$ cat src/lane_pkg.sv
`default_nettype none

package lane_pkg;

    //////////////////////////////////////////////////
    // Lane geometry
    //////////////////////////////////////////////////
    localparam int VRF_DEPTH      = 256;
    localparam int ADDR_W         = 8;
    localparam int VL_MAX         = 32;
    localparam int EL_IDX_W       = 10;
    localparam int MASK_IDX_W     = 5;
    localparam int BYTES_PER_WORD = 4;

    // Issue to result, in cycles
    localparam int ALU_LATENCY    = 3;

    //////////////////////////////////////////////////
    // Vector types
    //////////////////////////////////////////////////
    typedef logic [31:0]               word_t;
    typedef logic [ADDR_W-1:0]         vaddr_t;
    typedef logic [EL_IDX_W-1:0]       el_idx_t;
    typedef logic [MASK_IDX_W-1:0]     mask_idx_t;
    typedef logic [BYTES_PER_WORD-1:0] bwen_t;
    typedef logic [4:0]                imm_t;

    // Element width, code 3 is illegal
    typedef enum logic [1:0] {
        SEW8  = 2'd0,
        SEW16 = 2'd1,
        SEW32 = 2'd2
    } sew_t;

    typedef enum logic [3:0] {
        ADD  = 4'd0,
        SUB  = 4'd1,
        AND  = 4'd2,
        OR   = 4'd3,
        XOR  = 4'd4,
        SLL  = 4'd5,
        SRL  = 4'd6,
        SRA  = 4'd7,
        MSEQ = 4'd8,
        MSLT = 4'd9
    } alu_op_t;

    // Operand B source, code 3 is illegal
    typedef enum logic [1:0] {
        VEC    = 2'd0,
        SCALAR = 2'd1,
        IMM    = 2'd2
    } opb_sel_t;

    typedef enum logic {
        ALU  = 1'b0,
        LOAD = 1'b1
    } wsrc_t;

endpackage

`default_nettype wire

$ cat src/mask_regfile.sv
`default_nettype none

module mask_regfile import lane_pkg::*; (
    input  wire logic      clk_i,
    input  wire logic      rst_i,
    input  wire mask_idx_t raddr_i,
    output logic           rbit_o,
    input  wire mask_idx_t waddr_i,
    input  wire logic      wbit_i,
    input  wire logic      we_i
);

    logic [VL_MAX-1:0] bits;

    // Combinational read
    assign rbit_o = bits[raddr_i];

    always_ff @(posedge clk_i) begin
        if (!rst_i) begin
            bits <= '0;
        end else if (we_i) begin
            bits[waddr_i] <= wbit_i;
        end
    end

endmodule

`default_nettype wire

$ cat config.mk
export PLATFORM = sky130hd
export DESIGN_NAME = mask_regfile
export DESIGN_NICKNAME = d
export VERILOG_FILES = /design/src/lane_pkg.sv /design/src/mask_regfile.sv
export SDC_FILE = /design/constraint.sdc
export NUM_CORES = 1
export LEC_CHECK = 0
export ABC_AREA = 1
export BUFFER_PORTS_ARGS = -buffer_cell sky130_fd_sc_hd__clkbuf_2
export CAP_MARGIN = 5
export CORE_MARGIN = 1
export CORE_UTILIZATION = 30
export DETAILED_ROUTE_END_ITERATION = 16
export PLACE_DENSITY = 0.46
export SYNTH_ARGS = -nofsm -noshare
export SYNTH_HDL_FRONTEND = slang
export SYNTH_SLANG_ARGS = --single-unit
$ cat constraint.sdc
create_clock -name clk_i -period 1.4 [get_ports clk_i]
set_input_delay 0.14 -clock clk_i [delete_from_list [all_inputs] [get_ports clk_i]]
set_output_delay 0.14 -clock clk_i [all_outputs]
set_load 0.01 [all_outputs]
==> impl_metrics.prom <==
# TYPE chip_impl_metric gauge
chip_impl_info{name="status",value="completed"} 1
chip_impl_info{name="critPathLaunchType",value="register"} 1
chip_impl_metric{name="tightestPinTransition",unit="ns"} 0.374
chip_impl_metric{name="synthesis.area_per_instance",unit="µm²"} 6.74
chip_impl_metric{name="cp.required",unit="ns"} 1.26
chip_impl_metric{name="slew-limit-headroom",unit=""} 0.750
chip_impl_metric{name="number_of_clock_buffers_inserted_by_tritoncts",unit=""} 5
chip_impl_metric{name="post-route-drc-count",unit=""} 0
chip_impl_metric{name="crit_path_max_fanout",unit=""} 2
chip_impl_metric{name="synthesis.instances",unit=""} 242
chip_impl_info{name="synth_common_cells",value="nand3_1 (68), nand2_1 (43), a21oi_1 (32), dfxtp_1 (32), o21ai_0 (32)"} 1
chip_impl_metric{name="postPlaceCellArea",unit="µm²"} 1830
chip_impl_metric{name="share_clk_of_total_power",unit=""} 0.395
chip_impl_metric{name="synth.cell_area",unit="µm²"} 1630
chip_impl_metric{name="switching_power_as_a_share_of_total_power",unit=""} 0.270
chip_impl_metric{name="drtAntennaViolNets",unit=""} 0
chip_impl_metric{name="detailedPlace.worstSlack",unit="ns"} 0.168
chip_impl_metric{name="largest_net_degree_at_the_start_of_global_routing",unit=""} 33
chip_impl_metric{name="setup_viol",unit=""} 0
chip_impl_info{name="rsz0062_at_grt",value="yes"} 1
chip_impl_metric{name="wire_per_inst",unit="µm"} 14.6
chip_impl_metric{name="p_total",unit="mW"} 1.89
chip_impl_metric{name="post_drt_via_cell_ratio",unit=""} 5.04
chip_impl_metric{name="yosys-mux-area-fraction",unit=""} 0
chip_impl_metric{name="power_frac_comb",unit=""} 0.118
chip_impl_metric{name="grt_util_all_layers",unit=""} 0.192
chip_impl_metric{name="synth_sequential_area_ratio",unit=""} 0.393
chip_impl_metric{name="netlist.area_leader.share",unit=""} 0.393
chip_impl_metric{name="final.fill_count",unit=""} 564
chip_impl_metric{name="seqPwrFrac",unit=""} 0.487
chip_impl_metric{name="drive_gt1_frac",unit=""} 0.192
chip_impl_metric{name="path_buf_inv",unit=""} 1
chip_impl_info{name="cell_occurring_most_often_along_the_worst_timing_path",value="nand2_1"} 1
chip_impl_metric{name="worst_path_largest_cell_delay",unit="ns"} 0.35
chip_impl_metric{name="die_y",unit="µm"} 75.7
chip_impl_metric{name="powerDensity",unit="nW/µm²"} 974
chip_impl_metric{name="synth_enable_flop_cells",unit=""} 0
chip_impl_metric{name="yosys.area_share.adder",unit=""} 0
chip_impl_metric{name="p_int",unit="mW"} 1.38
chip_impl_info{name="min-delay-path-class",value="primary input to register"} 1
chip_impl_metric{name="area_share_of_and_or_nand_nor_cells_after_synthesis",unit=""} 0.315
chip_impl_info{name="critical_path_class",value="register to primary output"} 1
chip_impl_metric{name="pin_count",unit=""} 15
chip_impl_metric{name="antenna_violations_before_repair",unit=""} 0
chip_impl_metric{name="fp.coreArea",unit="µm²"} 5170
chip_impl_info{name="yosysMostFrequentCell",value="nand3_1"} 1
chip_impl_metric{name="report.final.hold_viol_count",unit=""} 0
chip_impl_metric{name="cts.sinks",unit=""} 32
chip_impl_metric{name="sequential_cell_area",unit="µm²"} 653
chip_impl_info{name="synth.largest_area_cell",value="dfxtp_1"} 1
chip_impl_metric{name="max_vdd_drop",unit="µV"} 374
chip_impl_metric{name="largest_register_ffs",unit=""} 32
chip_impl_metric{name="globalRoute.totalOverflow",unit=""} 0
chip_impl_metric{name="synth_xor_xnor_area_share",unit=""} 0
chip_impl_info{name="critical_path.top_delay_family",value="simple AND/OR/NAND/NOR gates"} 1
chip_impl_info{name="post_synth_main_area_contributors",value="dfxtp_1 (39%), nand3_1 (21%), nand2_1 (9.9%), a21oi_1 (9.8%), o21ai_0 (9.8%)"} 1
chip_impl_metric{name="synthesis.yosys.warnings",unit=""} 0
chip_impl_metric{name="cts_max_level",unit=""} 2
chip_impl_metric{name="global_placer_s_final_weighted_congestion",unit=""} 0.795
chip_impl_info{name="regMostFlops",value="bits"} 1
chip_impl_metric{name="post_synthesis_compound_gate_area_fraction",unit=""} 0.196
chip_impl_metric{name="area_grow_syn2layout",unit="%"} 19.1
chip_impl_info{name="combinational_family_with_the_most_area_after_synthesis",value="simple AND/OR/NAND/NOR gates"} 1
chip_impl_info{name="endpoint_kind",value="primary output"} 1
chip_impl_metric{name="wire_length_of_the_first_global_routing_pass",unit="µm"} 7890
chip_impl_metric{name="p_switching",unit="mW"} 0.511
chip_impl_metric{name="post-route-util",unit=""} 0.376
chip_impl_metric{name="final_min_period_over_clock_period",unit=""} 0.979
chip_impl_metric{name="drtIter0Drc",unit=""} 127
chip_impl_metric{name="report.final.slew_viol_count",unit=""} 0
chip_impl_metric{name="num_rows",unit=""} 26
chip_impl_metric{name="smallest_setup_slack_after_layout",unit="ns"} 0.0298
chip_impl_metric{name="cts.reportedPaths.clkPinSlew",unit="ns"} 0.07
chip_impl_metric{name="cts_max_path_buffers",unit=""} 2
chip_impl_metric{name="die_wd",unit="µm"} 75.7
chip_impl_metric{name="cp.arrival",unit="ns"} 1.23
chip_impl_metric{name="wl",unit="µm"} 4880
chip_impl_metric{name="die_ar",unit="µm²"} 5740
chip_impl_metric{name="mappedNetlistNets",unit=""} 256
chip_impl_metric{name="route.vias.total",unit=""} 1687
chip_impl_info{name="cts_root_buffer",value="clkbuf_8"} 1
chip_impl_metric{name="fin_area",unit="µm²"} 1940
chip_impl_metric{name="min_period",unit="ns"} 1.37
chip_impl_metric{name="dr.pass1.iters",unit=""} 4
chip_impl_metric{name="clk-insertion-delay-late",unit="ns"} 0.28
chip_impl_metric{name="max_clock_freq",unit="MHz"} 730
chip_impl_info{name="layout_top_registers",value="bits: 32 flops"} 1
chip_impl_info{name="timing.critical_path.slowest_stage_cell",value="dfxtp_2"} 1
chip_impl_info{name="yosys_most_used_dff",value="dfxtp_1"} 1
chip_impl_metric{name="antenna-diode-count",unit=""} 0
chip_impl_metric{name="area_of_the_multi_input_gates",unit="µm²"} 835
chip_impl_metric{name="synth_async_sr_flop_share",unit=""} 0
chip_impl_metric{name="drv.max_cap_violation_count",unit=""} 0
chip_impl_metric{name="worst_clock_skew",unit="ns"} 0
chip_impl_metric{name="number_of_global_route_vias_before_repair",unit=""} 1499
chip_impl_info{name="tritoncts_clock_tree",value="done"} 1
chip_impl_metric{name="hpwlAfterDp",unit="µm"} 3610
chip_impl_metric{name="power.leakage",unit="nW"} 0.793
chip_impl_metric{name="numPortBuffers",unit=""} 14
chip_impl_metric{name="start_util",unit=""} 0.315
chip_impl_metric{name="post_layout_nets",unit=""} 278
chip_impl_metric{name="synth_cell_type_count",unit=""} 13
chip_impl_info{name="critical_path.cell_chain",value="nand2_1 > nand3_1 > nand3_1 > nand2_1 > nand2_1 > nand2_1 > nand2_1 > nand2_1 > buf_6"} 1
chip_impl_metric{name="synth.ff_latch_count",unit=""} 32
[metal layers]
metal / GRT usage / vias to the layer above / share of wire
li1: - / 874 / -
met4: 0.0617 / 0 / 0.014
met5: 0 / - / 0
met2: 0.270 / 31 / 0.43
met1: 0.289 / 775 / 0.52
met3: 0.0397 / 7 / 0.029
[cell families after synthesis]
| kind of cell | count (synthesis) |
|---|---|
| compound gates | 64 |
| buf+inv | 33 |
| simple gates | 113 |
| flops | 32 |
[repair_timing]
item | in CTS | in global routing
gates resized for setup | 7 | 5
endpoints found under the setup margin | 1 | 1
pin swaps | 0 | 1
hold buffers | 0 | 0
buffers inserted | 0 | 0
[cell type report]
cell class / instances / share of cell area
clock buffer: 6 / 0.0425
tap: 70 / 0.0451
clock inverter: 2 / 0.00515
inverter: 23 / 0.0470
multi-input combinational: 177 / 0.429
timing repair buffer: 25 / 0.0947
sequential: 32 / 0.336
[final timing paths]
check                           startpoint  slack, ns  cells past startpoint  endpoint
worst max-delay path              bits[17]       0.03                      9    rbit_o
worst min-delay path                wbit_i       0.31                      3   bits[0]
worst max register to register    bits[15]       0.75                      2  bits[15]
worst min register to register     bits[9]       0.47                      2   bits[9]
[metrics by stage]
stage / hold WS (ns) / cells / setup TNS (ns)
after global placement: 0.468 / 327 / 0
after CTS: 0.311 / 335 / 0
final: 0.309 / 335 / 0
after floorplan: 0.306 / 242 / 0
after detailed placement: 0.467 / 327 / 0
after global routing: 0.337 / 335 / -0.0922
[power by group through the flow]
stage	registers (mW)	clock network (mW)	logic, mW
after floorplan	0.940	0	0.132
after global placement	0.942	0	0.222
after detailed placement	0.942	0	0.220
after CTS	0.921	0.760	0.220
after global routing	0.921	0.799	0.248
final	0.921	0.748	0.224
[layout by cell type (no fill, tap or decap), drive strengths merged]
cell type  instances
nand3             68
nand2             45
o21ai             32
a21oi             32
dfxtp             32
inv               23
clkbuf            19
buf               12
clkinv             2
[worst register-to-register path, cell delays in order (launching register included)]
cell	delay, ns
dfxtp_1	0.35
o21ai_0	0.10
a21oi_1	0.14
Power figures use the tool's default switching activity.
