**src/lane_pkg.sv**
```systemverilog
`default_nettype none

package lane_pkg;

    //////////////////////////////////////////////////
    // Lane geometry
    //////////////////////////////////////////////////
    localparam int VRF_DEPTH      = 256;
    localparam int ADDR_W         = 8;
    localparam int VL_MAX         = 32;
    localparam int EL_IDX_W       = 10;
    localparam int MASK_IDX_W     = 5;
    localparam int BYTES_PER_WORD = 4;

    // Issue to result, in cycles
    localparam int ALU_LATENCY    = 3;

    //////////////////////////////////////////////////
    // Vector types
    //////////////////////////////////////////////////
    typedef logic [31:0]               word_t;
    typedef logic [ADDR_W-1:0]         vaddr_t;
    typedef logic [EL_IDX_W-1:0]       el_idx_t;
    typedef logic [MASK_IDX_W-1:0]     mask_idx_t;
    typedef logic [BYTES_PER_WORD-1:0] bwen_t;
    typedef logic [4:0]                imm_t;

    // Element width, code 3 is illegal
    typedef enum logic [1:0] {
        SEW8  = 2'd0,
        SEW16 = 2'd1,
        SEW32 = 2'd2
    } sew_t;

    typedef enum logic [3:0] {
        ADD  = 4'd0,
        SUB  = 4'd1,
        AND  = 4'd2,
        OR   = 4'd3,
        XOR  = 4'd4,
        SLL  = 4'd5,
        SRL  = 4'd6,
        SRA  = 4'd7,
        MSEQ = 4'd8,
        MSLT = 4'd9
    } alu_op_t;

    // Operand B source, code 3 is illegal
    typedef enum logic [1:0] {
        VEC    = 2'd0,
        SCALAR = 2'd1,
        IMM    = 2'd2
    } opb_sel_t;

    typedef enum logic {
        ALU  = 1'b0,
        LOAD = 1'b1
    } wsrc_t;

endpackage

`default_nettype wire

```
**src/lane_ctrl_pipe.sv**
```systemverilog
`default_nettype none

module lane_ctrl_pipe import lane_pkg::*; (
    input  wire logic     clk_i,
    input  wire logic     rst_i,
    input  wire logic     issue_i,
    input  wire el_idx_t  dst_idx_i,
    input  wire alu_op_t  alu_op_i,
    input  wire opb_sel_t opb_sel_i,
    input  wire word_t    scalar_i,
    input  wire imm_t     imm_i,
    input  wire logic     imm_sign_i,
    input  wire wsrc_t    wsrc_i,
    input  wire word_t    load_data_i,
    input  wire logic     vm_i,
    input  wire logic     store_i,
    // ALU stage, T+2
    output logic          ex_valid_o,
    output alu_op_t       ex_op_o,
    output opb_sel_t      ex_opb_sel_o,
    output word_t         ex_scalar_o,
    output imm_t          ex_imm_o,
    output logic          ex_imm_sign_o,
    output logic          ex_store_o,
    // Write-back stage, T+3
    output logic          wb_valid_o,
    output el_idx_t       wb_dst_idx_o,
    output wsrc_t         wb_wsrc_o,
    output word_t         wb_load_data_o,
    output logic          wb_vm_o,
    output logic          wb_is_mask_o
);

    logic     s1_valid;
    alu_op_t  s1_op;
    opb_sel_t s1_opb_sel;
    word_t    s1_scalar;
    imm_t     s1_imm;
    logic     s1_imm_sign;
    logic     s1_store;
    el_idx_t  s1_dst_idx, s2_dst_idx;
    wsrc_t    s1_wsrc, s2_wsrc;
    word_t    s1_load_data, s2_load_data;
    logic     s1_vm, s2_vm;
    logic     s1_is_mask, s2_is_mask;

    //////////////////////////////////////////////////
    // Stage valids
    //////////////////////////////////////////////////
    always_ff @(posedge clk_i) begin
        if (!rst_i) begin
            s1_valid   <= 1'b0;
            ex_valid_o <= 1'b0;
            wb_valid_o <= 1'b0;
        end else begin
            s1_valid   <= issue_i;
            ex_valid_o <= s1_valid;
            wb_valid_o <= ex_valid_o;
        end
    end

    //////////////////////////////////////////////////
    // Field shift
    //////////////////////////////////////////////////
    always_ff @(posedge clk_i) begin
        s1_op         <= alu_op_i;
        s1_opb_sel    <= opb_sel_i;
        s1_scalar     <= scalar_i;
        s1_imm        <= imm_i;
        s1_imm_sign   <= imm_sign_i;
        s1_store      <= store_i;
        s1_dst_idx    <= dst_idx_i;
        s1_wsrc       <= wsrc_i;
        s1_load_data  <= load_data_i;
        s1_vm         <= vm_i;
        // Compares target the mask file
        s1_is_mask    <= (alu_op_i == MSEQ) || (alu_op_i == MSLT);

        ex_op_o       <= s1_op;
        ex_opb_sel_o  <= s1_opb_sel;
        ex_scalar_o   <= s1_scalar;
        ex_imm_o      <= s1_imm;
        ex_imm_sign_o <= s1_imm_sign;
        ex_store_o    <= s1_store;
        s2_dst_idx    <= s1_dst_idx;
        s2_wsrc       <= s1_wsrc;
        s2_load_data  <= s1_load_data;
        s2_vm         <= s1_vm;
        s2_is_mask    <= s1_is_mask;

        wb_dst_idx_o   <= s2_dst_idx;
        wb_wsrc_o      <= s2_wsrc;
        wb_load_data_o <= s2_load_data;
        wb_vm_o        <= s2_vm;
        wb_is_mask_o   <= s2_is_mask;
    end

endmodule

`default_nettype wire

```
**config.mk**
```make
export PLATFORM = sky130hd
export DESIGN_NAME = lane_ctrl_pipe
export DESIGN_NICKNAME = d
export VERILOG_FILES = /design/src/lane_pkg.sv /design/src/lane_ctrl_pipe.sv
export SDC_FILE = /design/constraint.sdc
export NUM_CORES = 1
export LEC_CHECK = 0
export ABC_AREA = 1
export ABC_CLOCK_PERIOD_IN_PS = 800
export BUFFER_PORTS_ARGS = -buffer_cell sky130_fd_sc_hd__buf_4
export CAP_MARGIN = 20
export CORE_MARGIN = 8
export CORE_UTILIZATION = 45
export CTS_CLUSTER_DIAMETER = 80
export CTS_CLUSTER_SIZE = 40
export DETAILED_ROUTE_END_ITERATION = 12
export HOLD_SLACK_MARGIN = 0.05
export PLACE_DENSITY = 0.75
export SLEW_MARGIN = 20
export SYNTH_ARGS = -nofsm -noshare
export SYNTH_HDL_FRONTEND = slang
export SYNTH_SLANG_ARGS = --single-unit
```
**constraint.sdc**
```tcl
create_clock -name clk_i -period 0.8 [get_ports clk_i]
set_clock_uncertainty 0.05 [all_clocks]
set_input_delay 0 -clock clk_i [delete_from_list [all_inputs] [get_ports clk_i]]
set_output_delay 0 -clock clk_i [all_outputs]
set_load 0.05 [all_outputs]
```
==> results by stage <==
Detailed routing:
- The routed length per placed instance is about 16 µm.
- Summing over every cut layer, the via total after detailed routing is approximately 2,600.
- For this run, design rule violations remaining after detail routing come to 0.
- Dividing the detail-routed via count by the number of cells gives around 4.
- The number of nets with antenna violations after routing is 0.
- The initial DRC count is 88.
- The total iterations of the first detailed-routing run is 4.
- Summed over all layers, the routed wires come to 10.8 mm.

STA:
- Setup repair after global routing could not meet its margin everywhere.
- The worst hold margin is approximately 0.12 ns.
- For the finished layout, the period the worst path requires is between 1 and 1.5 ns.
- Dividing the final minimum period by the clock period gives 1.31.
- At the pin with the least slew margin, the transition time is around 0.13 ns.
- The final worst-path setup slack is -0.245 ns.
- Setup violations remaining at the end of the flow were counted as just over 90.
- The max-slew violation count is 0.
- Measured against its own limit, the worst slew margin works out to 0.914.
- The count of final hold-check violations came to 0.
- For this run, the top clock speed supported by timing is 0.957 GHz.

Clocking:
- The cell sitting at the root of the clock tree is a clkbuf_8.
- After clock tree synthesis, the clock-pin slew on the worst setup and hold paths is approximately 0.13 ns.
- TritonCTS built the clock tree.
- The post-CTS repair timing setup buffer count is 0.
- In this run the deepest clock path goes through 3 buffers.
- The number of levels in the clock H-tree is 1.
- The TritonCTS buffer count is 9.
- The tree built by TritonCTS fans out to ~230 sinks.
- The clock reaches the later pin of the worst-skew pair after ~0.46 ns.

Setup path:
- The data required time at the worst endpoint is between 0.7 and 0.8 ns.
- STA classifies the critical path startpoint as a flop.
- The worst endpoint data arrival time is 1.00 ns.
- The start point of the critical path is wb_load_data_o[28].
- The endpoint identified for the worst register-to-register timing path is wb_valid_o.
- The number of buffers and inverters on the critical path is 1.
- The maximum fanout encountered on the critical timing path is 1.
- The worst reg2reg path startpoint is ex_valid_o.
- Setup slack on the worst reg-to-reg path comes out at ~0.20 ns.
- The worst register-to-register path has a depth of 2.
- For this design, the slowest cell found on the critical path is dfxtp_2.
- The type of the worst setup path is flop to output port.
- The signal on the critical path passes through buf_8.
- The critical path capture point type is an output port.
- For this run, the slowest stage of the critical path takes about 0.38 ns.
- The family of cells with the greatest summed delay on the critical path is flip-flops.

Place:
- The sum of net half-perimeters after detailed placement is 6.21 mm.
- The final estimated routing congestion in global placement is between 0.7 and 0.8.
- The number of placed instances, taps included, is 556.
- The post-detailed-placement cell area is roughly 6100 µm².
- Before CTS, the worst setup slack after placement is between 0.2 and 0.25 ns.
- The number of port buffers is about 180.

Layout:
- The finished layout holds 658 standard cells, fillers aside.
- After routing the design area is 8050 µm².
- The proportion of layout cells with a drive suffix above 1 is 0.550.
- The layout overhead on the synthesized area is 75.0%.
- The number of diodes is 0.
- The post-layout net count is approximately 610.

Worst hold path:
- The worst hold endpoint is s1_opb_sel[0].
- Counting instances, the worst hold path has a depth of 2.
- The class of the most critical hold timing path is input pin to flop.
- The hold path startpoint is opb_sel_i[0].

Floorplanning:
- For this configuration, the core starts out at a cell density of 0.454.
- The core region area is 10,100 µm².
- In this run the core area contains 37 standard-cell rows.
- The die is 117 µm wide.
- From bottom edge to top edge, the die measures about 120 µm.
- The top-level I/O count is ~180.
- The floorplan step defined a die boundary enclosing around 14,000 µm².

Synth:
- The part of the Yosys area used for sequential elements is 0.992.
- Synthesis instantiated 4 different standard cells from the library.
- The register bit count reported by yosys is around 230.
- The synthesized netlist occupies a cell area of roughly 4600 µm².
- The post-synthesis area per instance is ~19 µm².
- Synthesis produced a netlist whose cell count is about 240.
- The net count of the mapped netlist is around 330.
- The Yosys step of the flow raised 0 warnings.

Run status:
- The final reports fail on setup timing.
- The run finished, with violations left.

Global routing:
- The number of global-route vias before repair is roughly 2,900.
- The wire length of the first global-routing pass is around 16 mm.
- In the global route stage, overall resource usage came out at 0.153.
- The largest net degree at the start of global routing is between 40 and 50.
- The total global routing overflow is 0.
- The initial antenna violation count is 0.

Flow run:
- Max-cap violations in this run came to 0.

Power and ir drop:
- The maximum resistive drop on vdd is ~2.1 mV.
- In this run the power density over the cells is 2410 nW/µm².
- The leakage power total is 3.56 nW.
## power breakdown
part / leakage, nW / switching [mW] / internal (mW)
registers: 1.92 / 0.260 / 12.0
clock network: 0.105 / 2.99 / 1.77
logic: 1.53 / 1.15 / 1.19
total: 3.56 / 4.40 / 15.0
## stage by stage
stage / util / power (mW) / TNS [ns]
6_report: 0.794 / 19.4 / -19.43
5_1_grt: 0.794 / 20.1 / -23.70
4_1_cts: 0.793 / 19.5 / -21.20
3_5_place_dp: 0.606 / 14.0 / 0
3_3_place_gp: 0.606 / 14.0 / 0
2_1_floorplan: - / 13.2 / 0
## cell type report
class,instances,area (µm²)
sequential,228,4680
timing repair buffer,274,2960
fill,491,2090
clock buffer,9,191
tap,136,170
multi-input combinational,5,21.3
clock inverter,2,16.3
inverter,4,15.0
## worst max-delay path by stage
stage	cells after the start	slack, ns	to
2_1_floorplan	2	0.10	wb_valid_o
3_3_place_gp	1	0.22	ex_scalar_o[12]
3_5_place_dp	1	0.22	ex_scalar_o[12]
4_1_cts	1	-0.26	ex_valid_o
5_1_grt	1	-0.29	ex_op_o[1]
6_report	1	-0.25	wb_load_data_o[28]
## routing by layer
layer	routed length, µm	global-route usage	up-vias
li1	-	-	1278
met1	3640	0.145	1188
met2	6050	0.313	106
met3	941	0.0446	13
met4	172	0.0350	0
met5	0	0	-
## sequential cells by signal, indices dropped and copies added (netlist names), 4 cells and up
name and cells:
ex_imm_o 5, ex_op_o 4, ex_scalar_o 32, s1_dst_idx 10, s1_imm 5, s1_load_data 32, s1_op 4, s1_scalar 32
s2_dst_idx 10, s2_load_data 32, wb_dst_idx_o 10, wb_load_data_o 32
## synthesized netlist by cell type, drive strengths merged
cell   instances  area [µm²]
inv            4        15.0
dfxtp        228        4560
nor2           1        6.26
nand2          4        15.0
## placed cells by master (no fill, tap or decap), drive strengths merged
cell type and instances:
clkbuf 9, buf 183, inv 5, dfxtp 228, nand2 4, clkinv 1, nor2 1, dlygate4sd3 91
## repair_timing
item	CTS	global route
gates cloned	0	0
gates resized for setup	266	4
hold endpoints to repair	93	0
hold buffers	91	0
endpoints found under the setup margin	92	92
## cell families after synthesis
logic type             Yosys count  synth area share
and+or+nand+nor                  5           0.00462
buffers and inverters            4           0.00326
DFF                            228             0.992
Note: power is estimated with default switching activity, not from simulation.
