<file path="config.mk">
export PLATFORM = sky130hd
export DESIGN_NAME = lane_writeback
export DESIGN_NICKNAME = d
export VERILOG_FILES = /design/src/lane_pkg.sv /design/src/lane_writeback.sv
export SDC_FILE = /design/constraint.sdc
export NUM_CORES = 1
export LEC_CHECK = 0
export ABC_AREA = 1
export BUFFER_PORTS_ARGS = -buffer_cell sky130_fd_sc_hd__buf_2
export CAP_MARGIN = 20
export CORE_AREA = 2 2 65 67
export DETAILED_ROUTE_END_ITERATION = 12
export DIE_AREA = 0 0 67 69
export PLACE_DENSITY = 0.95
export SYNTH_ARGS = -nofsm -noshare
export SYNTH_HDL_FRONTEND = slang
export SYNTH_SLANG_ARGS = --single-unit
</file>
<file path="constraint.sdc">
create_clock -name vclk -period 3
set_clock_uncertainty 0.2 [all_clocks]
set_input_delay 0.6 -clock vclk [all_inputs]
set_output_delay 0.6 -clock vclk [all_outputs]
set_load 0.02 [all_outputs]
</file>
<file path="src/lane_pkg.sv">
`default_nettype none

package lane_pkg;

    //////////////////////////////////////////////////
    // Lane geometry
    //////////////////////////////////////////////////
    localparam int VRF_DEPTH      = 256;
    localparam int ADDR_W         = 8;
    localparam int VL_MAX         = 32;
    localparam int EL_IDX_W       = 10;
    localparam int MASK_IDX_W     = 5;
    localparam int BYTES_PER_WORD = 4;

    // Issue to result, in cycles
    localparam int ALU_LATENCY    = 3;

    //////////////////////////////////////////////////
    // Vector types
    //////////////////////////////////////////////////
    typedef logic [31:0]               word_t;
    typedef logic [ADDR_W-1:0]         vaddr_t;
    typedef logic [EL_IDX_W-1:0]       el_idx_t;
    typedef logic [MASK_IDX_W-1:0]     mask_idx_t;
    typedef logic [BYTES_PER_WORD-1:0] bwen_t;
    typedef logic [4:0]                imm_t;

    // Element width, code 3 is illegal
    typedef enum logic [1:0] {
        SEW8  = 2'd0,
        SEW16 = 2'd1,
        SEW32 = 2'd2
    } sew_t;

    typedef enum logic [3:0] {
        ADD  = 4'd0,
        SUB  = 4'd1,
        AND  = 4'd2,
        OR   = 4'd3,
        XOR  = 4'd4,
        SLL  = 4'd5,
        SRL  = 4'd6,
        SRA  = 4'd7,
        MSEQ = 4'd8,
        MSLT = 4'd9
    } alu_op_t;

    // Operand B source, code 3 is illegal
    typedef enum logic [1:0] {
        VEC    = 2'd0,
        SCALAR = 2'd1,
        IMM    = 2'd2
    } opb_sel_t;

    typedef enum logic {
        ALU  = 1'b0,
        LOAD = 1'b1
    } wsrc_t;

endpackage

`default_nettype wire

</file>
<file path="src/lane_writeback.sv">
`default_nettype none

module lane_writeback import lane_pkg::*; (
    input  wire sew_t    vsew_i,
    input  wire logic    valid_i,
    input  wire el_idx_t dst_idx_i,
    input  wire wsrc_t   wsrc_i,
    input  wire word_t   load_data_i,
    input  wire logic    vm_i,
    input  wire logic    is_mask_i,
    input  wire word_t   alu_result_i,
    input  wire logic    cmp_i,
    input  wire logic    mask_bit_i,
    output mask_idx_t    mask_raddr_o,
    output vaddr_t       waddr_o,
    output word_t        wdata_o,
    output bwen_t        bwen_o,
    output mask_idx_t    mask_waddr_o,
    output logic         mask_wbit_o,
    output logic         mask_we_o,
    output word_t        result_o
);

    bwen_t el_bwen;
    logic  blocked;

    assign result_o = (wsrc_i == LOAD) ? load_data_i : alu_result_i;

    // Element position in the word, value replicated over every lane
    always_comb begin
        case (vsew_i)
            SEW8: begin
                waddr_o = vaddr_t'(dst_idx_i >> 2);
                wdata_o = {4{result_o[7:0]}};
                el_bwen = bwen_t'(4'b0001 << dst_idx_i[1:0]);
            end
            SEW16: begin
                waddr_o = vaddr_t'(dst_idx_i >> 1);
                wdata_o = {2{result_o[15:0]}};
                el_bwen = bwen_t'(4'b0011 << {dst_idx_i[0], 1'b0});
            end
            SEW32: begin
                waddr_o = vaddr_t'(dst_idx_i);
                wdata_o = result_o;
                el_bwen = 4'b1111;
            end
            default: begin
                waddr_o = '0;
                wdata_o = '0;
                el_bwen = '0;
            end
        endcase
    end

    //////////////////////////////////////////////////
    // Vector mask
    //////////////////////////////////////////////////
    assign mask_raddr_o = mask_idx_t'(dst_idx_i);
    assign blocked      = vm_i & ~mask_bit_i;

    assign bwen_o       = (valid_i && !is_mask_i && !blocked) ? el_bwen : '0;
    assign mask_waddr_o = mask_idx_t'(dst_idx_i);
    assign mask_wbit_o  = cmp_i;
    assign mask_we_o    = valid_i & is_mask_i & ~blocked;

endmodule

`default_nettype wire

</file>
==> results of run 1 <==
-- cells by family after synthesis --
| group | Yosys count | share of synthesized area [%] |
|---|---|---|
| AND/OR/NAND/NOR | 142 | 45.4 |
| buffers and inverters | 71 | 29.1 |
| AO/OA/AOI/OAI | 58 | 25.4 |
-- stage by stage --
stage	util, %	hold slack (ns)	total power [W]	area, sq um
2_1_floorplan	-	1.11	0.000283	1290
3_3_place_gp	51.5	1.00	0.000427	2010
3_5_place_dp	51.5	1.00	0.000433	2010
4_1_cts	51.5	1.00	0.000435	2010
5_1_grt	51.5	1.00	0.000472	2010
6_report	51.5	1.00	0.000433	2010
-- power by group through the flow --
stage	clock, W	combinational [W]	sequential [W]
after floorplan	0	0.000283	0
after global placement	0	0.000427	0
after detailed placement	0	0.000433	0
after CTS	0	0.000435	0
after global routing	0	0.000472	0
final	0	0.000433	0
-- cell usage after synthesis --
cell,n
a21oi_1,2
buf_2,4
buf_4,15
buf_6,6
inv_1,43
inv_2,2
inv_4,1
nand2_1,110
nand2_4,1
nand3_1,11
nor2_1,17
nor2_4,2
nor2_8,1
o211ai_1,7
o21a_1,8
o21ai_0,2
o21ai_1,39
-- final cells by class --
cell class	instances	area share, %
timing repair buffer	171	42.9
inverter	46	8.70
multi-input combinational	200	45.3
tap	50	3.11
-- worst paths after layout --
kind,to,cells past startpoint,slack (ns)
max,wdata_o[17],6,0.36
min,mask_wbit_o,0,1.00
-- metal layers --
metal / global-route usage (%) / wire length, um / vias to the layer above
li1: - / - / 1116
met1: 22.5 / 2030 / 941
met2: 42.7 / 2770 / 103
met3: 1.63 / 443 / 2
met4: 0.680 / 14 / 0
met5: 0 / 0 / -
-- worst max-delay path, stage by stage --
cell,delay [ns]
buf_2,0.26
buf_4,0.34
nand2_1,0.11
o21a_1,0.15
o21ai_0,0.17
buf_2,0.19
==> flow_summary.json, run 1 <==
{
  "drc_errors": 0,
  "mostFrequentLayoutCells": "buf_2, nand2_1, inv_1, o21ai_1, nor2_1",
  "start_util_pct": 32.9,
  "holdBufCountCts": 0,
  "grt_max_degree": 32,
  "syn_nets": 353,
  "ys_seq_area_share_pct": 0,
  "hp-class": "input pin to primary output",
  "fillers": 413,
  "post_cts_buffers": 0,
  "diodes": 0,
  "grt_usage_pct": 20.6,
  "ir_drop_v": 0.0000787,
  "p_leak_nw": 1.37,
  "synth_area_leaders": "nand2_1, o21ai_1, inv_1, buf_4, buf_6",
  "p_switching_w": 0.000282,
  "netlist_area_sq_um": 1290,
  "fp-row-count": 23,
  "cp.arrival_ns": 1.84,
  "drv_cap": 0,
  "startpoint_type": "input pin",
  "final_cells": 467,
  "internal_power_w": 0.000151,
  "ant_nets": 0,
  "crit_required_ns": 2.20,
  "end_kind": "primary output",
  "dp_cells": 467,
  "combinationalPowerShare_pct": 100.0,
  "avgRoutedWirePerCell_um": 11.3,
  "synth_top_area_share_pct": 32.0,
  "die_area_sq_um": 4620,
  "seq_cell_count": 0,
  "slew_viol_final": 0,
  "setup_viol": 0,
  "pwr-share-clk_pct": 0,
  "fin_nets": 501,
  "critPathLaunch": "wsrc_i",
  "initialDrtViolationCount": 125,
  "yosysWarnings": 0,
  "antenna_found_initial": 0,
  "vias": 2162,
  "setup_tns_ns": 0,
  "via_per_inst": 4.63,
  "die_w_um": 67,
  "power.density_nw_per_um2": 215,
  "syn2layout_area_growth_pct": 56.3,
  "gp_congestion": 0.716,
  "drtPass1Iterations": 4,
  "p_sw_share_pct": 65.1,
  "grt_overflow_total": 0,
  "dpl_worst_slack_ns": 0.361,
  "dieHeight_um": 69,
  "final_common_cell": "buf_2",
  "outcome": "finished clean",
  "finalCriticalPeriod_ns": 2.64,
  "ys_types": 17,
  "grt_pass1_wl_um": 7960,
  "hold_start": "cmp_i",
  "dp_hpwl_um": 4440,
  "hold_viol": 0,
  "yosysTopAreaCell": "nand2_1",
  "tightest_slew_ns": 0.441,
  "first_global_vias": 1906,
  "synth_cells": 271,
  "max_freq_ghz": 0.379,
  "core_area_sq_um": 3910,
  "drive_gt1_share_pct": 42.7,
  "wl_um": 5260,
  "postSynthAreaPerCell_sq_um": 4.76,
  "io_buffers": 168,
  "pin_count": 170,
  "post_cts_resized": 0,
  "rsz0062_at_grt": "false",
  "regArea_sq_um": 0,
  "crit_fanout": 31,
  "period_share_pct": 87.9,
  "nClkBuffers": 0,
  "multi_input_area_sq_um": 913,
  "slew_headroom_pct": 70.5,
  "critPathKind": "input pin to primary output",
  "seq_power_share_pct": 0,
  "post-route-worst-setup-slack_ns": 0.363
}
No activity file was read; power rests on OpenSTA's default activity.
==> inputs of run 2 (changes only) <==
CORE_AREA = unset   (was 2 2 65 67)
CORE_MARGIN = 3   (was unset)
CORE_UTILIZATION = 36   (was unset)
DIE_AREA = unset   (was 0 0 67 69)
MAX_ROUTING_LAYER = met4   (was unset)
==> run 2 against run 1 <==
  * Count of clock-buffer cells in the layout is the same
  * Final cell count shrank 1.1%
  * Hold slack is essentially flat
  * Via count up 0.51%
  * Sequential cell count stayed put
  * Maximum frequency grew 1.7%
  * Final area is the same
  * Die area down 6.3%
  * Non-clock buffer count shrank 1
  * Setup slack improved by 0.044 ns
  * Largest power group unchanged
==> flow_summary.json, run 2 (synthesis gave the netlist of run 1 again) <==
{
  "outcome": "finished clean",
  "nClkBuffers": 0,
  "final_cells": 462,
  "crit_family": "buffers and inverters",
  "dieHeight_um": 65.8,
  "fin_nets": 500,
  "p_leak_nw": 1.37,
  "mostFrequentLayoutCells": "buf_2, nand2_1, inv_1, o21ai_1, nor2_1",
  "period_share_pct": 86.5,
  "final_common_cell": "buf_2",
  "slew_headroom_pct": 70.1,
  "via_per_inst": 4.70,
  "syn2layout_area_growth_pct": 56.3,
  "finalInstanceArea_sq_um": 2010,
  "critical-path-slowest-cell": "buf_2",
  "crit_buf_inv": 3,
  "dp_hpwl_um": 4560,
  "tightest_slew_ns": 0.449,
  "path_cells": "buf_2 > buf_12 > nand2_1 > o21ai_1 > nand2_1 > nand3_1 > buf_2",
  "power.density_nw_per_um2": 215,
  "setup_viol": 0,
  "drive_gt1_share_pct": 42.5,
  "critPathKind": "input pin to primary output",
  "dp_cells": 462,
  "start_util_pct": 38.0,
  "finalCriticalPeriod_ns": 2.59,
  "fp-row-count": 21,
  "crit_fanout": 38,
  "hp-class": "input pin to primary output",
  "grt_usage_pct": 22.7,
  "vias": 2173,
  "die_area_sq_um": 4330,
  "max_freq_ghz": 0.386,
  "first_global_vias": 1847,
  "pin_count": 170,
  "setup_tns_ns": 0,
  "post_cts_buffers": 0,
  "gp_congestion": 0.836,
  "grt_overflow_total": 0,
  "io_buffers": 168,
  "max_stage_delay_ns": 0.37,
  "hold_viol": 0,
  "drv_cap": 0,
  "ir_drop_v": 0.0000814,
  "drtPass1Iterations": 4,
  "cp.arrival_ns": 1.79,
  "drc_errors": 0,
  "initialDrtViolationCount": 121,
  "grt_pass1_wl_um": 7890,
  "wl_um": 5380,
  "place_area_sq_um": 2010,
  "slew_viol_final": 0,
  "seq_cell_count": 0,
  "post_cts_resized": 0,
  "end_kind": "primary output",
  "crit_required_ns": 2.20,
  "regArea_sq_um": 0,
  "antenna_found_initial": 0,
  "ant_nets": 0,
  "grt_max_degree": 39,
  "diodes": 0,
  "startpoint_type": "input pin",
  "holdBufCountCts": 0,
  "avgRoutedWirePerCell_um": 11.6,
  "core_area_sq_um": 3390,
  "die_w_um": 65.8,
  "rsz0062_at_grt": "false"
}
## run 2: layer usage
metal  wire [um]  track usage, %  vias up  part of all wire (%)
met2        2750            45.3      111                    51
met3         516            1.87       12                   9.6
met5           0               -        -                     0
li1            -               -     1122                     -
met1        1970            23.5      928                    37
met4         142            5.70        0                   2.6
## run 2: final cells by class
cell class                 count  area, sq um
fill                         324         1380
inverter                      46          175
tap                           46         57.6
timing repair buffer         170          868
multi-input combinational    200          913
## run 2: through the flow
step	hold slack (ns)	utilization [%]	total power, W	setup slack (ns)
after detailed placement	1.00	59.4	0.000433	0.420
after floorplan	1.11	-	0.000283	0.594
final	1.00	59.4	0.000433	0.406
after global placement	1.00	59.4	0.000428	0.458
after CTS	1.00	59.4	0.000435	0.417
after global routing	1.00	59.4	0.000470	0.246
## run 2: worst paths after layout
check                   from     endpoint  depth (start not counted)
worst min-delay path   cmp_i  mask_wbit_o                          0
worst max-delay path  wsrc_i  wdata_o[26]                          7
## run 2: power breakdown
part | internal [W] | leakage [nW] | switching [W]
Combinational | 0.000152 | 1.37 | 0.000282
Clock | 0 | 0 | 0
Sequential | 0 | 0 | 0
