`src/lane_pkg.sv`:
```
`default_nettype none

package lane_pkg;

    //////////////////////////////////////////////////
    // Lane geometry
    //////////////////////////////////////////////////
    localparam int VRF_DEPTH      = 256;
    localparam int ADDR_W         = 8;
    localparam int VL_MAX         = 32;
    localparam int EL_IDX_W       = 10;
    localparam int MASK_IDX_W     = 5;
    localparam int BYTES_PER_WORD = 4;

    // Issue to result, in cycles
    localparam int ALU_LATENCY    = 3;

    //////////////////////////////////////////////////
    // Vector types
    //////////////////////////////////////////////////
    typedef logic [31:0]               word_t;
    typedef logic [ADDR_W-1:0]         vaddr_t;
    typedef logic [EL_IDX_W-1:0]       el_idx_t;
    typedef logic [MASK_IDX_W-1:0]     mask_idx_t;
    typedef logic [BYTES_PER_WORD-1:0] bwen_t;
    typedef logic [4:0]                imm_t;

    // Element width, code 3 is illegal
    typedef enum logic [1:0] {
        SEW8  = 2'd0,
        SEW16 = 2'd1,
        SEW32 = 2'd2
    } sew_t;

    typedef enum logic [3:0] {
        ADD  = 4'd0,
        SUB  = 4'd1,
        AND  = 4'd2,
        OR   = 4'd3,
        XOR  = 4'd4,
        SLL  = 4'd5,
        SRL  = 4'd6,
        SRA  = 4'd7,
        MSEQ = 4'd8,
        MSLT = 4'd9
    } alu_op_t;

    // Operand B source, code 3 is illegal
    typedef enum logic [1:0] {
        VEC    = 2'd0,
        SCALAR = 2'd1,
        IMM    = 2'd2
    } opb_sel_t;

    typedef enum logic {
        ALU  = 1'b0,
        LOAD = 1'b1
    } wsrc_t;

endpackage

`default_nettype wire

```
`src/element_extract.sv`:
```
`default_nettype none

module element_extract import lane_pkg::*; (
    input  wire logic    clk_i,
    input  wire logic    rst_i,
    input  wire sew_t    vsew_i,
    input  wire el_idx_t idx_i,
    input  wire logic    sign_i,
    output vaddr_t       raddr_o,
    input  wire word_t   rdata_i,
    output word_t        operand_o
);

    logic [1:0] pos_q;
    logic       sign_q;
    logic [7:0] el_byte;
    logic [15:0] el_half;
    word_t      el_ext;

    // Word address, drops the in-word position bits
    always_comb begin
        case (vsew_i)
            SEW8:    raddr_o = vaddr_t'(idx_i >> 2);
            SEW16:   raddr_o = vaddr_t'(idx_i >> 1);
            SEW32:   raddr_o = vaddr_t'(idx_i);
            default: raddr_o = '0;
        endcase
    end

    // Position and sign line up with the registered read word
    always_ff @(posedge clk_i) begin
        if (!rst_i) begin
            pos_q  <= '0;
            sign_q <= 1'b0;
        end else begin
            pos_q  <= idx_i[1:0];
            sign_q <= sign_i;
        end
    end

    always_comb begin
        el_byte = rdata_i[{pos_q, 3'b000} +: 8];
        el_half = rdata_i[{pos_q[0], 4'b0000} +: 16];
        case (vsew_i)
            SEW8:    el_ext = {{24{sign_q & el_byte[7]}}, el_byte};
            SEW16:   el_ext = {{16{sign_q & el_half[15]}}, el_half};
            SEW32:   el_ext = rdata_i;
            default: el_ext = '0;
        endcase
    end

    always_ff @(posedge clk_i) begin
        operand_o <= el_ext;
    end

    a_legal_sew: assert property (@(posedge clk_i) disable iff (!rst_i)
        vsew_i inside {SEW8, SEW16, SEW32});

endmodule

`default_nettype wire

```
`config.mk`:
```
export PLATFORM = sky130hd
export DESIGN_NAME = element_extract
export DESIGN_NICKNAME = d
export VERILOG_FILES = /design/src/lane_pkg.sv /design/src/element_extract.sv
export SDC_FILE = /design/constraint.sdc
export NUM_CORES = 1
export LEC_CHECK = 0
export BUFFER_PORTS_ARGS = -buffer_cell sky130_fd_sc_hd__buf_4
export CORE_UTILIZATION = 40
export CTS_CLUSTER_SIZE = 28
export DETAILED_ROUTE_END_ITERATION = 8
export PLACE_DENSITY = 0.75
export SYNTH_ARGS = -nofsm -noshare
export SYNTH_HDL_FRONTEND = slang
export SYNTH_SLANG_ARGS = --single-unit
```
`constraint.sdc`:
```
create_clock -name clk_i -period 1.8 [get_ports clk_i]
set_input_delay 0.18 -clock clk_i [delete_from_list [all_inputs] [get_ports clk_i]]
set_output_delay 0.18 -clock clk_i [all_outputs]
set_load 0.02 [all_outputs]
```
==> key figures, run 1 <==
Outcome
  – Status: completed

CTS
  – Cts bufs inserted: 5
  – Cts hold-fix bufs: 0
  – H-tree depth: 2
  – CTS tree: done
  – # clock sinks: 35
  – Post-CTS resize count: 0
  – Post-CTS Setup Bufs: 0
  – Clk buf depth: 2
  – Clock root buffer: clkbuf_8
  – Clock Latency Late Sink: roughly 0.29 ns
  – Worst-path clk slew: 0.06 ns

Drt
  – Vias: 1772
  – First-pass detailed-route iteration total: 4
  – Via density per instance: 5.39
  – Antenna-violating nets left: 0
  – Routed wire length: 4.86 mm
  – Routed length per instance: 14.8 µm
  – Residual DRC: 0
  – Initial drt markers: 115

Placed design
  – I/O Buffers: 86
  – Placed Area: 2520 µm²
  – HPWL Detailed: 3.54 mm
  – GP Congestion: 0.791

Synth
  – Most frequent cell after synthesis: dfxtp_1
  – Synth cell count leaders: dfxtp_1 (35), nand2_1 (21), mux2i_1 (20), o211ai_1 (16), o21ai_0 (15)
  – Cells after synthesis: ~200
  – Dominant cells by area after synthesis: dfxtp_1 (38%), mux2i_1 (11%), o2bb2ai_1 (6.6%)
  – Prevailing post-synth register cell: dfxtp_1
  – Mapped cell area: roughly 1900 µm²
  – Yosys reg bits: 35
  – Part of the Yosys area used for sequential elements: 37.6%
  – Synth cell types: 26
  – Syn nets: 243
  – EDFF count, synth: 0
  – Syn_area_per_cell: approximately 9.5 µm²
  – Top cell type's share of synthesized area: 37.6%
  – Synth area leader: dfxtp_1
  – Post-synth ARST share: 0%
  – Ys Warns: 0

Timing
  – Max Clk Rate: about 630 MHz
  – Final Hold Fails: 0
  – Total negative slack: 0 ns
  – Clock Skews: 0.00495 ns
  – Final critical-path required period: 1.58 ns
  – RSZ-0062 raised after global routing: false
  – Final period util: roughly 90%
  – Rel. slew slack: between 50 and 60%
  – Final Slew Violations: 0
  – Slew @ Worst Pin: 0.680 ns
  – Final Setup Violations: 0

Floorplanning
  – DIE AREA: between 4000 and 5000 µm²
  – Die W: approximately 70 µm
  – Die Y: about 70 µm
  – Core region area: between 4000 and 5000 µm²
  – Initial Util: between 40% and 50%
  – Site Rows: 24
  – Top Ports: 87

Power
  – Clock network fraction of total power: 28.0%
  – Int Power: ~1.4 mW
  – Comb pwr share: 28.2%
  – Net load switching power: 588 µW
  – Switching share of total power: roughly 30%
  – Sequential Power Share: 43.8%
  – PwrDens: roughly 750 nW/µm²
  – Static Leak: approximately 1.1 nW
  – VDD IR max: roughly 0.27 mV

Flow run
  – Max Cap Viol: 0

Critical path
  – Worst path required time: 1.99 ns
  – Buf/Inv on CP: 1
  – Crit path max fanout: 23
  – Top delay family on crit path: flip-flops
  – Startpoint types: flop
  – CP Cell Sequence: buf_4 > nand2b_1 > o2bb2ai_1 > a221oi_1
  – Max stage delay on crit path: 0.43 ns
  – CP endpoint kind: flop
  – R2r setup slk: 0.22 ns
  – Crit path max-delay cell type: dfxtp_1
  – Worst EP arrival: 1.77 ns
  – Worst r2r path cells: 4
  – WS Path Type: flop to flop
  – CP Depth: 4

Cells and area
  – Multi-input combinational cell area: ~1000 µm²
  – Fin area: 2600 µm²
  – Filler cells: just over 400
  – # diodes: 0
  – Ratio of cells with drive above 1 in the final layout: 40.8%
  – Reg area: around 700 µm²
  – # nets final: approximately 320
  – Synth-to-Final Area Change: 39.9%

GRT
  – Initial antenna violation count: 0
  – Vias in the first global route: 1677
  – Global route total overflow: 0
  – First-pass GRT wire length: 7.78 mm
  – Total Routing Usage GR: 20.1%
  – Pin count of the biggest net entering global routing: 32

Hold path
  – Hold Path Class: input pin to flop
  – Hold path depth: 2
## final cells by class
type	instances	share of cell area (%)
Inverter	2	0.288
Tap cell	52	2.50
Clock buffer	7	2.93
Sequential cell	35	26.9
Timing Repair Buffer	92	27.0
Multi-Input combinational cell	140	40.2
Clock inverter	1	0.192
## registers in the layout, summed over array words and instances (netlist names)
signal and cells:
sign_q 1, operand_o 32, pos_q 2
## worst paths after layout
| kind | end | start |
|---|---|---|
| worst max register to register | operand_o[0]$_DFF_P_ | pos_q[0]$_SDFF_PN0_ |
| worst min register to register | operand_o[28]$_DFF_P_ | sign_q$_SDFF_PN0_ |
| worst max-delay path | operand_o[0]$_DFF_P_ | pos_q[0]$_SDFF_PN0_ |
| worst min-delay path | sign_q$_SDFF_PN0_ | sign_i |
## through the flow
step / setup slack (ns) / std cells / utilization [%] / power, mW / hold slack (ns)
floorplan: 0.459 / 196 / - / 1.18 / 0.302
detailed placement: 0.241 / 321 / 57.1 / 1.43 / 0.392
global route: 0.0433 / 329 / 59.0 / 2.06 / 0.107
global placement: 0.262 / 321 / 57.1 / 1.43 / 0.392
finish: 0.222 / 329 / 59.0 / 1.97 / 0.0947
CTS: 0.235 / 329 / 59.0 / 1.98 / 0.0887
## kinds of logic after synthesis
kind of cell | Yosys count | share of synthesized area [%]
simple gates | 44 | 12.4
buf+inv | 21 | 6.32
flops | 35 | 37.6
compound gates | 66 | 26.6
mux | 30 | 17.0
## power by group through the flow
stage | Sequential [mW] | Combinational (mW) | Clock [mW]
detailed placement | 0.878 | 0.555 | 0
CTS | 0.861 | 0.557 | 0.561
finish | 0.860 | 0.555 | 0.550
global route | 0.866 | 0.597 | 0.593
global placement | 0.879 | 0.547 | 0
floorplan | 0.949 | 0.231 | 0
## placed cells by master (no fill, tap or decap), types with 2 or more instances in the layout
cell / Yosys / final
a221oi_1: 7 / 7
a21oi_1: 2 / 2
o21ai_0: 15 / 15
nand2_1: 21 / 21
nand2b_1: 8 / 8
o211ai_1: 16 / 16
clkbuf_8: 0 / 5
buf_4: 1 / 91
nor2b_1: 5 / 4
inv_1: 2 / 2
and2_1: 3 / 3
a22oi_1: 9 / 9
nand3b_1: 4 / 4
mux2_2: 9 / 9
o2bb2ai_1: 14 / 14
mux2i_1: 20 / 20
dfxtp_1: 35 / 35
clkbuf_1: 5 / 2
## metal layers
layer / global-route usage (%) / up-vias / wire, µm
li1: - / 891 / -
met1: 25.2 / 796 / 2140
met2: 31.6 / 76 / 2280
met3: 6.35 / 9 / 337
met4: 8.44 / 0 / 103
met5: 0 / - / 0
Power figures use the tool's default switching activity.
==> inputs of run 2 (changes only) <==
Settings changed: CORE_UTILIZATION 40 to 46, PLACE_DENSITY 0.75 to 0.84.
==> key figures, run 2 (synthesized netlist as in run 1, its figures left out) <==
CTS
  – Worst-path clk slew: approximately 0.07 ns
  – # clock sinks: 35
  – Post-CTS resize count: 0
  – Cts bufs inserted: 5
  – Clk buf depth: 2
  – Post-CTS Setup Bufs: 0
  – Clock Latency Late Sink: 0.29 ns
  – Cts hold-fix bufs: 0
  – CTS tree: done
  – Clock root buffer: clkbuf_8
  – H-tree depth: 2

Timing
  – Final critical-path required period: 1.51 ns
  – Final period util: 83.7%
  – RSZ-0062 raised after global routing: false
  – Total negative slack: 0 ns
  – Final Slew Violations: 0
  – Clock Skews: between 0.006 and 0.007 ns
  – Final Setup Violations: 0
  – Slew @ Worst Pin: 0.671 ns
  – Max Clk Rate: 664 MHz
  – Rel. slew slack: around 55%
  – Final hold slack: approximately 0.094 ns
  – Final Hold Fails: 0

Drt
  – Routed wire length: 4.88 mm
  – Antenna-violating nets left: 0
  – Initial drt markers: slightly above 100
  – Residual DRC: 0
  – Routed length per instance: 14.9 µm
  – Via density per instance: around 5.5
  – First-pass detailed-route iteration total: 4
  – Vias: 1809

Flow run
  – Max Cap Viol: 0

Cells and area
  – Synth-to-Final Area Change: 41.7%
  – Top Registers: operand_o (32), pos_q (2), sign_q (1)
  – Most common cell after layout, fill and taps aside: buf_4
  – Most frequent cells in the layout: buf_4 (94), dfxtp_1 (35), nand2_1 (21), mux2i_1 (20), o211ai_1 (16)
  – # diodes: 0
  – # nets final: 325
  – Ratio of cells with drive above 1 in the final layout: 41.9%
  – Finished Layout Cells: 327
  – Top reg by flops: operand_o
  – Largest register FFs: 32

GRT
  – Vias in the first global route: around 1.7k
  – First-pass GRT wire length: 7.88 mm
  – Global route total overflow: 0
  – Total Routing Usage GR: between 20% and 30%
  – Pin count of the biggest net entering global routing: 32
  – Initial antenna violation count: 0

Floorplanning
  – Core region area: 3770 µm²
  – Die Y: 65.6 µm
  – Initial Util: 49.4%
  – DIE AREA: 4310 µm²
  – Top Ports: a little under 90
  – Site Rows: 22
  – Die W: 65.6 µm

Critical path
  – CP endpoint kind: flop
  – Worst path required time: 2.00 ns
  – Startpoint types: flop
  – Crit path max fanout: 19
  – WS Path Type: flop to flop
  – Worst EP arrival: 1.70 ns

Placed design
  – GP Congestion: 0.771
  – Cells after DPL: 319
  – HPWL Detailed: 3.53 mm
  – I/O Buffers: 86

Power
  – Static Leak: about 1.2 nW
  – VDD IR max: 0.356 mV
  – PwrDens: between 800 and 900 nW/µm²

Hold path
  – Hold Path Class: input pin to flop

Outcome
  – Status: completed
[run 2: per-stage QoR]
stage / cell area (µm²) / setup slack (ns) / util [%] / power [mW]
final: 2640 / 0.293 / 69.9 / 2.15
after global routing: 2640 / 0.194 / 69.9 / 2.23
after CTS: 2640 / 0.321 / 69.9 / 2.15
after detailed placement: 2520 / 0.327 / 66.8 / 1.43
after global placement: 2520 / 0.391 / 66.8 / 1.42
after floorplan: 1860 / 0.459 / - / 1.18
[run 2: area by class of cell]
cell class	count	area, µm²
fill	305	1130
timing repair buffer	94	706
clock buffer	6	82.6
multi-input combinational	140	1050
clock inverter	2	35.0
sequential	35	701
inverter	2	7.51
tap	48	60.1
[run 2: per-layer routing]
layer | track usage [%] | wire length, µm
met3 | 5.03 | 313
met1 | 27.5 | 2030
met5 | 0 | 0
met4 | 11.1 | 82
met2 | 43.1 | 2450
[run 2: final timing paths]
| check | from | end | slack [ns] | cells past startpoint |
|---|---|---|---|---|
| worst max-delay path | pos_q[0]$_SDFF_PN0_ | operand_o[4]$_DFF_P_ | 0.29 | 4 |
| worst min-delay path | sign_i | sign_q$_SDFF_PN0_ | 0.09 | 2 |
| worst max register to register | pos_q[0]$_SDFF_PN0_ | operand_o[4]$_DFF_P_ | 0.29 | 4 |
| worst min register to register | sign_q$_SDFF_PN0_ | operand_o[27]$_DFF_P_ | 0.75 | 2 |
[run 2: critical path, stage by stage (launching register included)]
cell and delay, ns:
dfxtp_1 0.41, buf_4 0.29, nand2b_1 0.31, o2bb2ai_1 0.12, a221oi_1 0.29
[run 2: where the power goes]
| group | leakage (nW) | switching [mW] | internal [mW] |
|---|---|---|---|
| clock | 0.0612 | 0.282 | 0.448 |
| combinational | 0.800 | 0.288 | 0.267 |
| sequential | 0.291 | 0.0239 | 0.838 |
| total | 1.15 | 0.593 | 1.55 |
